**config.mk**
```make
export PLATFORM = sky130hd
export DESIGN_NAME = fabric_memory
export DESIGN_NICKNAME = d
export VERILOG_FILES = /design/src/verilog/fabric_mem_cfg_pkg.sv /design/src/verilog/fabric_err_pkg.sv /design/src/verilog/mem_load_ports.sv /design/src/verilog/mem_store_pairing.sv /design/src/verilog/scratchpad_core.sv /design/src/verilog/fabric_memory.sv
export SDC_FILE = /design/constraint.sdc
export NUM_CORES = 1
export LEC_CHECK = 0
export BUFFER_PORTS_ARGS = -buffer_cell sky130_fd_sc_hd__buf_2
export CORE_MARGIN = 2
export CORE_UTILIZATION = 25
export DETAILED_ROUTE_END_ITERATION = 6
export SYNTH_ARGS = -nofsm -noshare
export SYNTH_HDL_FRONTEND = slang
export SYNTH_SLANG_ARGS = --single-unit
```
**constraint.sdc**
```tcl
create_clock -name clk -period 2 [get_ports clk]
set_input_delay 0.2 -clock clk [delete_from_list [all_inputs] [get_ports clk]]
set_output_delay 0.2 -clock clk [all_outputs]
set_load 0.01 [all_outputs]
```
**src/verilog/fabric_mem_cfg_pkg.sv**
```systemverilog
// ----------------------------------------------------------------------
// Scratchpad configuration
// Fixed sizes, port counts and the stream payload type
// ----------------------------------------------------------------------

package fabric_mem_cfg_pkg;

  // Word and tag widths
  localparam int DATA_WIDTH    = 16;
  localparam int TAG_WIDTH     = 2;
  // Tag field sits directly above the data field
  localparam int PAYLOAD_WIDTH = DATA_WIDTH + TAG_WIDTH;

  // Port counts
  localparam int LD_COUNT = 2;
  localparam int ST_COUNT = 2;

  // Memory size
  localparam int MEM_DEPTH  = 16;
  localparam int ADDR_WIDTH = 4;

  // Store pairing timeout in cycles
  // Small enough for simulation to reach it
  localparam int DEADLOCK_TIMEOUT = 15;
  localparam int DL_CNT_WIDTH     = 4;

  // One stream payload {tag, data}
  typedef logic [PAYLOAD_WIDTH-1:0] payload_t;

endpackage

```
**src/verilog/fabric_err_pkg.sv**
```systemverilog
// ----------------------------------------------------------------------
// Scratchpad runtime error codes
// ----------------------------------------------------------------------

package fabric_err_pkg;

  // Error code as seen on error_code
  typedef logic [15:0] err_code_t;

  // No error latched
  localparam err_code_t RT_MEMORY_NONE           = 16'd0;
  // Request tag not below the port count
  localparam err_code_t RT_MEMORY_TAG_OOB        = 16'd1;
  // Store half waited too long for its partner
  localparam err_code_t RT_MEMORY_STORE_DEADLOCK = 16'd2;

endpackage

```
**src/verilog/mem_load_ports.sv**
```systemverilog
// ----------------------------------------------------------------------
// Load port unit
// Load handshakes, tagged read data, merged load-done stream and
// out-of-range load tag detection
// ----------------------------------------------------------------------

module mem_load_ports
  import fabric_mem_cfg_pkg::*;
(
  // Load address input streams
  input  logic     [LD_COUNT-1:0]                 ld_addr_valid,
  output logic     [LD_COUNT-1:0]                 ld_addr_ready,
  input  payload_t [LD_COUNT-1:0]                 ld_addr,
  // Load data output streams
  output logic     [LD_COUNT-1:0]                 ld_data_valid,
  input  logic     [LD_COUNT-1:0]                 ld_data_ready,
  output payload_t [LD_COUNT-1:0]                 ld_data,
  // Shared load-done stream
  output logic                                    ld_done_valid,
  input  logic                                    ld_done_ready,
  output payload_t                                ld_done,
  // Read ports of the memory array
  output logic     [LD_COUNT-1:0][ADDR_WIDTH-1:0] rd_addr,
  input  logic     [LD_COUNT-1:0][DATA_WIDTH-1:0] rd_data,
  // Error flag
  output logic                                    ld_tag_oob
);

  // --------------------------------------------------------------------
  // Per-port load path
  // --------------------------------------------------------------------
  genvar gi;
  generate
    for (gi = 0; gi < LD_COUNT; gi++) begin : g_port
      // Address from the low bits of the payload
      assign rd_addr[gi] = ld_addr[gi][ADDR_WIDTH-1:0];

      // Fires only when both downstream streams can take it
      assign ld_addr_ready[gi] = ld_addr_valid[gi] & ld_data_ready[gi] & ld_done_ready;

      // Zero latency read
      assign ld_data_valid[gi] = ld_addr_valid[gi];

      // Request tag goes back above the word
      assign ld_data[gi] = {ld_addr[gi][DATA_WIDTH +: TAG_WIDTH], rd_data[gi]};
    end
  endgenerate

  // --------------------------------------------------------------------
  // Load-done merge
  // --------------------------------------------------------------------
  always_comb begin : lddone_merge
    ld_done_valid = 1'b0;
    ld_done       = '0;
    // Ascending scan so the highest valid port wins the tag
    for (int i = 0; i < LD_COUNT; i++) begin
      if (ld_addr_valid[i]) begin
        ld_done_valid                       = 1'b1;
        ld_done[DATA_WIDTH +: TAG_WIDTH]    = ld_addr[i][DATA_WIDTH +: TAG_WIDTH];
      end
    end
  end

  // --------------------------------------------------------------------
  // Load tag range check
  // --------------------------------------------------------------------
  always_comb begin : ld_tag_check
    ld_tag_oob = 1'b0;
    for (int i = 0; i < LD_COUNT; i++) begin
      // Tag must stay below the load port count
      if (ld_addr_valid[i] && (int'(ld_addr[i][DATA_WIDTH +: TAG_WIDTH]) >= LD_COUNT)) begin
        ld_tag_oob = 1'b1;
      end
    end
  end

endmodule

```
**src/verilog/mem_store_pairing.sv**
```systemverilog
// ----------------------------------------------------------------------
// Store pairing unit
// Joins address and data halves into writes, merges the store-done
// stream and watches for tag and pairing errors
// ----------------------------------------------------------------------

module mem_store_pairing
  import fabric_mem_cfg_pkg::*;
(
  input  logic                                    clk,
  input  logic                                    rst_n,
  // Store address and data input streams
  input  logic     [ST_COUNT-1:0]                 st_addr_valid,
  output logic     [ST_COUNT-1:0]                 st_addr_ready,
  input  payload_t [ST_COUNT-1:0]                 st_addr,
  input  logic     [ST_COUNT-1:0]                 st_data_valid,
  output logic     [ST_COUNT-1:0]                 st_data_ready,
  input  payload_t [ST_COUNT-1:0]                 st_data,
  // Shared store-done stream
  output logic                                    st_done_valid,
  input  logic                                    st_done_ready,
  output payload_t                                st_done,
  // Write ports of the memory array
  output logic     [ST_COUNT-1:0]                 wr_en,
  output logic     [ST_COUNT-1:0][ADDR_WIDTH-1:0] wr_addr,
  output logic     [ST_COUNT-1:0][DATA_WIDTH-1:0] wr_data,
  // Error flags
  output logic                                    st_tag_oob,
  output logic                                    st_deadlock
);

  // Both halves present
  logic [ST_COUNT-1:0] pair_valid;
  // Pair accepted this cycle
  logic [ST_COUNT-1:0] st_fire;
  // Counter at its limit
  logic [ST_COUNT-1:0] dl_hit;

  // --------------------------------------------------------------------
  // Per-port pairing and deadlock watch
  // --------------------------------------------------------------------
  genvar gj;
  generate
    for (gj = 0; gj < ST_COUNT; gj++) begin : g_port
      logic                    half_alone;
      logic [DL_CNT_WIDTH-1:0] dl_cnt;

      assign pair_valid[gj] = st_addr_valid[gj] & st_data_valid[gj];
      assign st_fire[gj]    = pair_valid[gj] & st_done_ready;

      // Both halves are consumed together
      assign st_addr_ready[gj] = st_fire[gj];
      assign st_data_ready[gj] = st_fire[gj];

      // Write goes out on the firing cycle
      assign wr_en[gj]   = st_fire[gj];
      assign wr_addr[gj] = st_addr[gj][ADDR_WIDTH-1:0];
      assign wr_data[gj] = st_data[gj][DATA_WIDTH-1:0];

      // Exactly one half waiting
      assign half_alone = st_addr_valid[gj] ^ st_data_valid[gj];

      // Saturating wait counter, cleared once the half is no longer alone
      always_ff @(posedge clk or negedge rst_n) begin : dl_counter
        if (!rst_n) begin
          dl_cnt <= '0;
        end else if (!half_alone) begin
          dl_cnt <= '0;
        end else if (dl_cnt != DL_CNT_WIDTH'(DEADLOCK_TIMEOUT)) begin
          dl_cnt <= dl_cnt + 1'b1;
        end
      end

      assign dl_hit[gj] = (dl_cnt == DL_CNT_WIDTH'(DEADLOCK_TIMEOUT));
    end
  endgenerate

  assign st_deadlock = |dl_hit;

  // --------------------------------------------------------------------
  // Store-done merge
  // --------------------------------------------------------------------
  always_comb begin : stdone_merge
    st_done_valid = 1'b0;
    st_done       = '0;
    // Highest valid pair forwards its address tag
    for (int j = 0; j < ST_COUNT; j++) begin
      if (pair_valid[j]) begin
        st_done_valid                    = 1'b1;
        st_done[DATA_WIDTH +: TAG_WIDTH] = st_addr[j][DATA_WIDTH +: TAG_WIDTH];
      end
    end
  end

  // --------------------------------------------------------------------
  // Store tag range check
  // --------------------------------------------------------------------
  always_comb begin : st_tag_check
    st_tag_oob = 1'b0;
    for (int j = 0; j < ST_COUNT; j++) begin
      // Address half
      if (st_addr_valid[j] && (int'(st_addr[j][DATA_WIDTH +: TAG_WIDTH]) >= ST_COUNT)) begin
        st_tag_oob = 1'b1;
      end
      // Data half is checked as well
      if (st_data_valid[j] && (int'(st_data[j][DATA_WIDTH +: TAG_WIDTH]) >= ST_COUNT)) begin
        st_tag_oob = 1'b1;
      end
    end
  end

endmodule

```
**src/verilog/scratchpad_core.sv**
```systemverilog
// ----------------------------------------------------------------------
// Scratchpad core
// Memory array with combinational reads, ordered writes and the
// sticky runtime error latch
// ----------------------------------------------------------------------

module scratchpad_core
  import fabric_mem_cfg_pkg::*, fabric_err_pkg::*;
(
  input  logic                                clk,
  input  logic                                rst_n,
  // Read ports
  input  logic [LD_COUNT-1:0][ADDR_WIDTH-1:0] rd_addr,
  output logic [LD_COUNT-1:0][DATA_WIDTH-1:0] rd_data,
  // Write ports
  input  logic [ST_COUNT-1:0]                 wr_en,
  input  logic [ST_COUNT-1:0][ADDR_WIDTH-1:0] wr_addr,
  input  logic [ST_COUNT-1:0][DATA_WIDTH-1:0] wr_data,
  // Error flags from the port units
  input  logic                                ld_tag_oob,
  input  logic                                st_tag_oob,
  input  logic                                st_deadlock,
  // Latched error
  output logic                                error_valid,
  output err_code_t                           error_code
);

  // --------------------------------------------------------------------
  // Memory array
  // --------------------------------------------------------------------
  logic [DATA_WIDTH-1:0] mem [0:MEM_DEPTH-1];

  // Reads see the contents as of the last edge
  genvar gi;
  generate
    for (gi = 0; gi < LD_COUNT; gi++) begin : g_rd
      assign rd_data[gi] = mem[rd_addr[gi]];
    end
  endgenerate

  // Writes applied in port order
  // Higher port wins on an address clash
  always_ff @(posedge clk) begin : mem_write
    for (int j = 0; j < ST_COUNT; j++) begin
      if (wr_en[j]) begin
        mem[wr_addr[j]] <= wr_data[j];
      end
    end
  end

  // --------------------------------------------------------------------
  // Error priority and latch
  // --------------------------------------------------------------------
  logic      err_detect;
  err_code_t err_code_next;

  always_comb begin : err_priority
    err_detect    = ld_tag_oob | st_tag_oob | st_deadlock;
    err_code_next = RT_MEMORY_NONE;
    if (ld_tag_oob || st_tag_oob) begin
      err_code_next = RT_MEMORY_TAG_OOB;
    end
    // Deadlock overrides a tag error
    if (st_deadlock) begin
      err_code_next = RT_MEMORY_STORE_DEADLOCK;
    end
  end

  // First error held until reset
  always_ff @(posedge clk or negedge rst_n) begin : error_latch
    if (!rst_n) begin
      error_valid <= 1'b0;
      error_code  <= RT_MEMORY_NONE;
    end else if (!error_valid && err_detect) begin
      error_valid <= 1'b1;
      error_code  <= err_code_next;
    end
  end

endmodule

```
**src/verilog/fabric_memory.sv**
```systemverilog
// ----------------------------------------------------------------------
// Fabric scratchpad memory top level
// Load port unit and store pairing unit around a shared core
// ----------------------------------------------------------------------

module fabric_memory
  import fabric_mem_cfg_pkg::*, fabric_err_pkg::*;
(
  input  logic                    clk,
  input  logic                    rst_n,
  // Load address streams
  input  logic     [LD_COUNT-1:0] ld_addr_valid,
  output logic     [LD_COUNT-1:0] ld_addr_ready,
  input  payload_t [LD_COUNT-1:0] ld_addr,
  // Load data streams
  output logic     [LD_COUNT-1:0] ld_data_valid,
  input  logic     [LD_COUNT-1:0] ld_data_ready,
  output payload_t [LD_COUNT-1:0] ld_data,
  // Load-done stream
  output logic                    ld_done_valid,
  input  logic                    ld_done_ready,
  output payload_t                ld_done,
  // Store address streams
  input  logic     [ST_COUNT-1:0] st_addr_valid,
  output logic     [ST_COUNT-1:0] st_addr_ready,
  input  payload_t [ST_COUNT-1:0] st_addr,
  // Store data streams
  input  logic     [ST_COUNT-1:0] st_data_valid,
  output logic     [ST_COUNT-1:0] st_data_ready,
  input  payload_t [ST_COUNT-1:0] st_data,
  // Store-done stream
  output logic                    st_done_valid,
  input  logic                    st_done_ready,
  output payload_t                st_done,
  // Runtime error
  output logic                    error_valid,
  output err_code_t               error_code
);

  // Memory access wires
  logic [LD_COUNT-1:0][ADDR_WIDTH-1:0] rd_addr;
  logic [LD_COUNT-1:0][DATA_WIDTH-1:0] rd_data;
  logic [ST_COUNT-1:0]                 wr_en;
  logic [ST_COUNT-1:0][ADDR_WIDTH-1:0] wr_addr;
  logic [ST_COUNT-1:0][DATA_WIDTH-1:0] wr_data;
  // Error flags
  logic                                ld_tag_oob;
  logic                                st_tag_oob;
  logic                                st_deadlock;

  mem_load_ports u_load (
    .ld_addr_valid (ld_addr_valid),
    .ld_addr_ready (ld_addr_ready),
    .ld_addr       (ld_addr),
    .ld_data_valid (ld_data_valid),
    .ld_data_ready (ld_data_ready),
    .ld_data       (ld_data),
    .ld_done_valid (ld_done_valid),
    .ld_done_ready (ld_done_ready),
    .ld_done       (ld_done),
    .rd_addr       (rd_addr),
    .rd_data       (rd_data),
    .ld_tag_oob    (ld_tag_oob)
  );

  mem_store_pairing u_store (
    .clk           (clk),
    .rst_n         (rst_n),
    .st_addr_valid (st_addr_valid),
    .st_addr_ready (st_addr_ready),
    .st_addr       (st_addr),
    .st_data_valid (st_data_valid),
    .st_data_ready (st_data_ready),
    .st_data       (st_data),
    .st_done_valid (st_done_valid),
    .st_done_ready (st_done_ready),
    .st_done       (st_done),
    .wr_en         (wr_en),
    .wr_addr       (wr_addr),
    .wr_data       (wr_data),
    .st_tag_oob    (st_tag_oob),
    .st_deadlock   (st_deadlock)
  );

  scratchpad_core u_core (
    .clk         (clk),
    .rst_n       (rst_n),
    .rd_addr     (rd_addr),
    .rd_data     (rd_data),
    .wr_en       (wr_en),
    .wr_addr     (wr_addr),
    .wr_data     (wr_data),
    .ld_tag_oob  (ld_tag_oob),
    .st_tag_oob  (st_tag_oob),
    .st_deadlock (st_deadlock),
    .error_valid (error_valid),
    .error_code  (error_code)
  );

endmodule

```
=== Word level (Yosys, flattened, before mapping) ===
Memories as Yosys holds them, arrays and structs flattened.
Index checks and enable logic that the tools add are counted.

* Register bits after elaboration: 25
* Bits in latches: 0
* Bits in writable memories: 256
* Memory bits (read-only): 0
* Output and inout port bits: 99
* Word-level logic and storage cells: 65
* Memories: 1

* Add/subtract/negate cells: 2
* $mul: 0
* Div/mod/pow operators: 0
* Magnitude comparators: 6
* Equal/unequal tests: 6
* Shift-type cells: 0
* Mux-type cells: 24
* Bitwise logic cells: 12
* Reductions and logical operators: 10

{| class="wikitable"
|+ Memories
! name !! depth !! width !! rd ports !! clocked after Yosys merged registers in !! wr ports !! line !! source
|-
| u_core.mem || 16 || 16 || 2 || 0 || 2 || scratchpad_core.sv:31 || <nowiki>logic [DATA_WIDTH-1:0] mem [0:MEM_DEPTH-1];</nowiki>
|}

{| class="wikitable"
|+ Operator list
! cell !! number
|-
| 4-bit two-way mux || 4
|-
| 1-bit two-way mux || 15
|-
| 2-bit greater-or-equal comparator, second input constant || 6
|-
| 2-bit two-way mux || 5
|-
| 4-bit by 1-bit adder with 4-bit output, second input constant || 2
|-
| 1-bit AND || 8
|-
| 4-bit equality test, second input constant || 2
|-
| 4-bit != test, second input constant || 2
|-
| 1-bit logical AND || 7
|-
| 2-bit != test, second input constant || 2
|-
| 1-bit bitwise OR || 2
|-
| 2-bit OR reduction || 1
|-
| 1-bit bitwise XOR || 2
|-
| 1-bit logical NOT || 1
|-
| 1-bit logical OR || 1
|}

=== Longest topological paths before layout ===
* Word-level depth: 9
* Depth in mapped cells: 7

=== By module ===
From an unflattened synthesis, not the netlist that was laid out.

* Cells, all modules: 1103
* Area total of the unflattened synthesis: 16708.5 sq um

{| class="wikitable"
|+ By module, submodules not included
! module !! instances !! cells each !! area an instance (sq um) !! seq. area each (sq um)
|-
| scratchpad_core || 1 || 916 || 15235.9 || 7762.4
|-
| mem_store_pairing || 1 || 114 || 955.9 || 200.2
|-
| mem_load_ports || 1 || 73 || 516.7 || 0.0
|}

=== Worst setup path after synthesis ===
No wires, ideal clock.

* Kind: input-to-reg
* Start: input port st_addr_valid[0]
* End: memory u_core.mem[1][0], enable pin
* Arrival: 2.431 ns
* Required time: 1.589 ns
* Path slack: -0.842 ns
* Cell stages on the path: 5
* Path through: ha_1 and2_1 clkbuf_1 or3b_2 o21ai_0

{| class="wikitable"
|+ RTL lines
! item !! line !! source
|-
| start: declaration || fabric_memory.sv:24 || <nowiki>input logic [ST_COUNT-1:0] st_addr_valid,</nowiki>
|-
| end: declaration || scratchpad_core.sv:31 ||
|}

==> out/summary.txt <==
Sequential fraction of the synthesis area: 49.8%
Die area: 66000 um2
Starting density of the core: 25.3%
Final setup viols: 32
Setup CP Type: flop to primary output
Residual DRC count: 0
Final hold viol count: 0
Leakage: 6.61 nW
Vias: 10070
Crit start category: flop
CTS tree: built
Comb power frac: 13.7%
WL/cell: 24.5 um
Initial antenna violation count: 15
Footprint of the multi-input gates: 7670 um2
Register Area: 7960 um2
Area of the core: 63200 um2
Largest net degree at the start of global routing: 29
Status: complete, but fails checks
Final period utilization: 107%
Skew final: 0.00522 ns
Height of the die: 257 um
Site row count: 92
Final Slew Violations: 0
Power, Total: 0.0133 W
Mapped cell area: 16000 um2
Die Wd: 257 um
Clock Tree Buf Depth: 3
Routability cong.: 0.768
Clock slew at reported path FFs: 0.06 ns
Data required, critical path: 1.80 ns
Pre-CTS setup slack: -0.0921 ns
Min Hold Slack: 0.0520 ns
Syn avg cell area: 15.8 um2
Top achievable clock speed: 0.468 GHz
Vias in the first global route: 10558
Worst setup EP type: primary output
Root Driver: clkbuf_16
Overflow after GRT: 0
Switching fraction of total power: 24.4%
Total Wirelength: 49500 um
All-Layer GR Usage: 14.7%
Max VDD drop: 777 uV
Yosys warnings: 0
PwrDens: 677 nW/um2
CTS sink cnt: 267
Switch Pwr: 0.00324 W
First-pass GRT wire length: 71800 um
Clock network power share: 39.1%
Highest fanout seen on the critical path: 2
Internal power: 0.0101 W
Dpl hpwl: 31600 um
FF+latch count, synth: 267
Seq pwr share: 47.2%
DRT iter0 DRCs: 862
Initial DRT Pass Iterations: 5
Failing checks: negative setup slack
Area Overhead vs Synth: 23.0%
Mapped Cells: 1014
Max H-tree Level: 1
Vias per std cell: 4.98
Max-Cap Viols: 0
Num CTS Buffers: 30
FILL cells: 6261
Distinct cells, synth: 45
# IOs: 219
Worst min-delay path class: primary input to async pin
DRT antenna net count: 0
Fin worst setup slack: -0.138 ns
Post-layout min period: 2.14 ns
Nets: 1273
Crit path DAT: 1.94 ns
Fraction of layout cells with a size suffix above 1: 62.7%
Port bufs: 122
RSZ-0062 raised after global routing: yes
Clk_lat worst skew: 0.56 ns
[cell families after synthesis]
group / share of synthesized area [%]
other cells: 0.0235
mux: 36.4
buf+inv: 5.74
flops: 49.8
simple gates: 3.37
compound gates: 4.23
xor+xnor: 0.110
fa+ha+maj: 0.313
[worst paths after layout]
kind / start / end / slack [ns] / depth (start not counted)
min: rst_n / u_core.error_code[0]$_DFFE_PN0P_ / 0.05 / 2
max in group asynchronous: rst_n / u_store.g_port[0].dl_cnt[2]$_DFFE_PN0P_ / 1.73 / 2
min in group clk: st_data_valid[0] / u_store.g_port[0].dl_cnt[0]$_DFFE_PN0P_ / 0.08 / 4
max: u_core.mem[2][7]$_DFFE_PP_ / ld_data[7] / -0.14 / 4
max reg2reg: u_store.g_port[0].dl_cnt[0]$_DFFE_PN0P_ / u_core.error_valid$_DFFE_PN0P_ / 0.61 / 4
min reg2reg: u_core.error_code[1]$_DFFE_PN0P_ / u_core.error_code[1]$_DFFE_PN0P_ / 0.48 / 1
[cells in the final DEF (no fill, tap or decap), types with 4 or more instances in the layout]
cell	n
mux2_4	9
nand3_1	5
nand2b_1	7
nor2b_2	5
inv_1	5
o21ai_0	6
a22oi_2	51
clkbuf_1	8
mux4_2	128
a22oi_1	15
o22ai_2	9
diode_2	4
ha_1	4
conb_1	46
nor2_2	11
nand2_1	33
buf_4	37
dfrtp_1	11
nor2_1	5
mux2_2	247
nand2_2	11
clkbuf_16	31
buf_12	52
buf_2	108
buf_6	12
clkinv_1	9
edfxtp_1	256
[cells in the mapped netlist, drive strengths merged]
library cell / number / share of area (%)
o21ai: 11 / 0.34
dfrtp: 11 / 1.7
or2: 3 / 0.12
nand4b: 2 / 0.24
xnor2: 2 / 0.11
nand4: 2 / 0.12
nor2b: 5 / 0.20
a21o: 1 / 0.047
mux2: 256 / 18
nand3: 5 / 0.16
nor3: 3 / 0.16
a211oi: 2 / 0.094
or3: 2 / 0.078
ha: 4 / 0.31
o22ai: 9 / 0.35
o21bai: 2 / 0.094
and2: 4 / 0.16
nand2b: 7 / 0.27
and3: 2 / 0.078
conb: 1 / 0.023
nor2: 16 / 0.52
mux4: 128 / 18
and4bb: 1 / 0.078
nand2: 44 / 1.0
clkbuf: 53 / 1.2
nand3b: 2 / 0.094
a21oi: 2 / 0.063
buf: 101 / 4.4
or3b: 1 / 0.055
edfxtp: 256 / 48
mux2i: 2 / 0.13
a31oi: 2 / 0.078
a22oi: 66 / 3.1
inv: 5 / 0.12
a41o: 1 / 0.063
[layer usage]
layer  vias to the layer above  share of wire (%)  global-route usage (%)
met5                         -               0.27                       0
met4                        22                3.2                    5.20
met2                       399                 47                    23.5
li1                       4285                  -                       -
met1                      5278                 42                    19.7
met3                        86                7.7                    3.44
[power by group through the flow]
stage,registers [W],logic (W),clock network [W]
CTS,0.00627,0.00180,0.00530
global placement,0.00638,0.00167,0
detailed placement,0.00639,0.00171,0
floorplan,0.00637,0.00113,0
global route,0.00628,0.00196,0.00551
finish,0.00627,0.00183,0.00520
[flip-flops by register name, indices dropped and copies added (netlist names)]
| name | flops |
|---|---|
| u_core.error_code | 2 |
| u_core.error_valid | 1 |
| u_core.mem | 256 |
| u_store.g_port.dl_cnt | 8 |
[repair_timing]
item,in CTS,in global routing
hold buffers,3,0
pin swaps,53,13
buffers inserted,0,0
endpoints found under the setup margin,32,32
gates resized for setup,50,28
endpoints found under the hold margin,12,0
[cell type report]
| cell class | count | share of cell area (%) |
|---|---|---|
| clock buffers | 39 | 4.10 |
| clock inverters | 16 | 0.528 |
| well taps | 846 | 5.39 |
| flip-flops and latches | 267 | 40.5 |
| diodes | 4 | 0.0509 |
| multi-input cells | 633 | 39.0 |
| repair buffers | 212 | 10.3 |
| inverters | 5 | 0.0955 |
[metrics by stage]
stage                     cells  setup TNS [ns]  util, %  cell area [um2]
after global placement     1960          -0.832     29.0            18300
final                      2022           -2.77     31.1            19700
after detailed placement   1960           -1.86     29.0            18300
after CTS                  2018           -4.04     30.9            19500
after floorplan            1059           -6.30        -            16200
after global routing       2020           -5.03     31.1            19700
[worst max-delay path, stage by stage (launching register included)]
cell      delay [ns]
edfxtp_1        0.40
mux4_2          0.48
a22oi_2         0.21
nand2_2         0.14
buf_6           0.15
(Power assumes the default switching activity.)
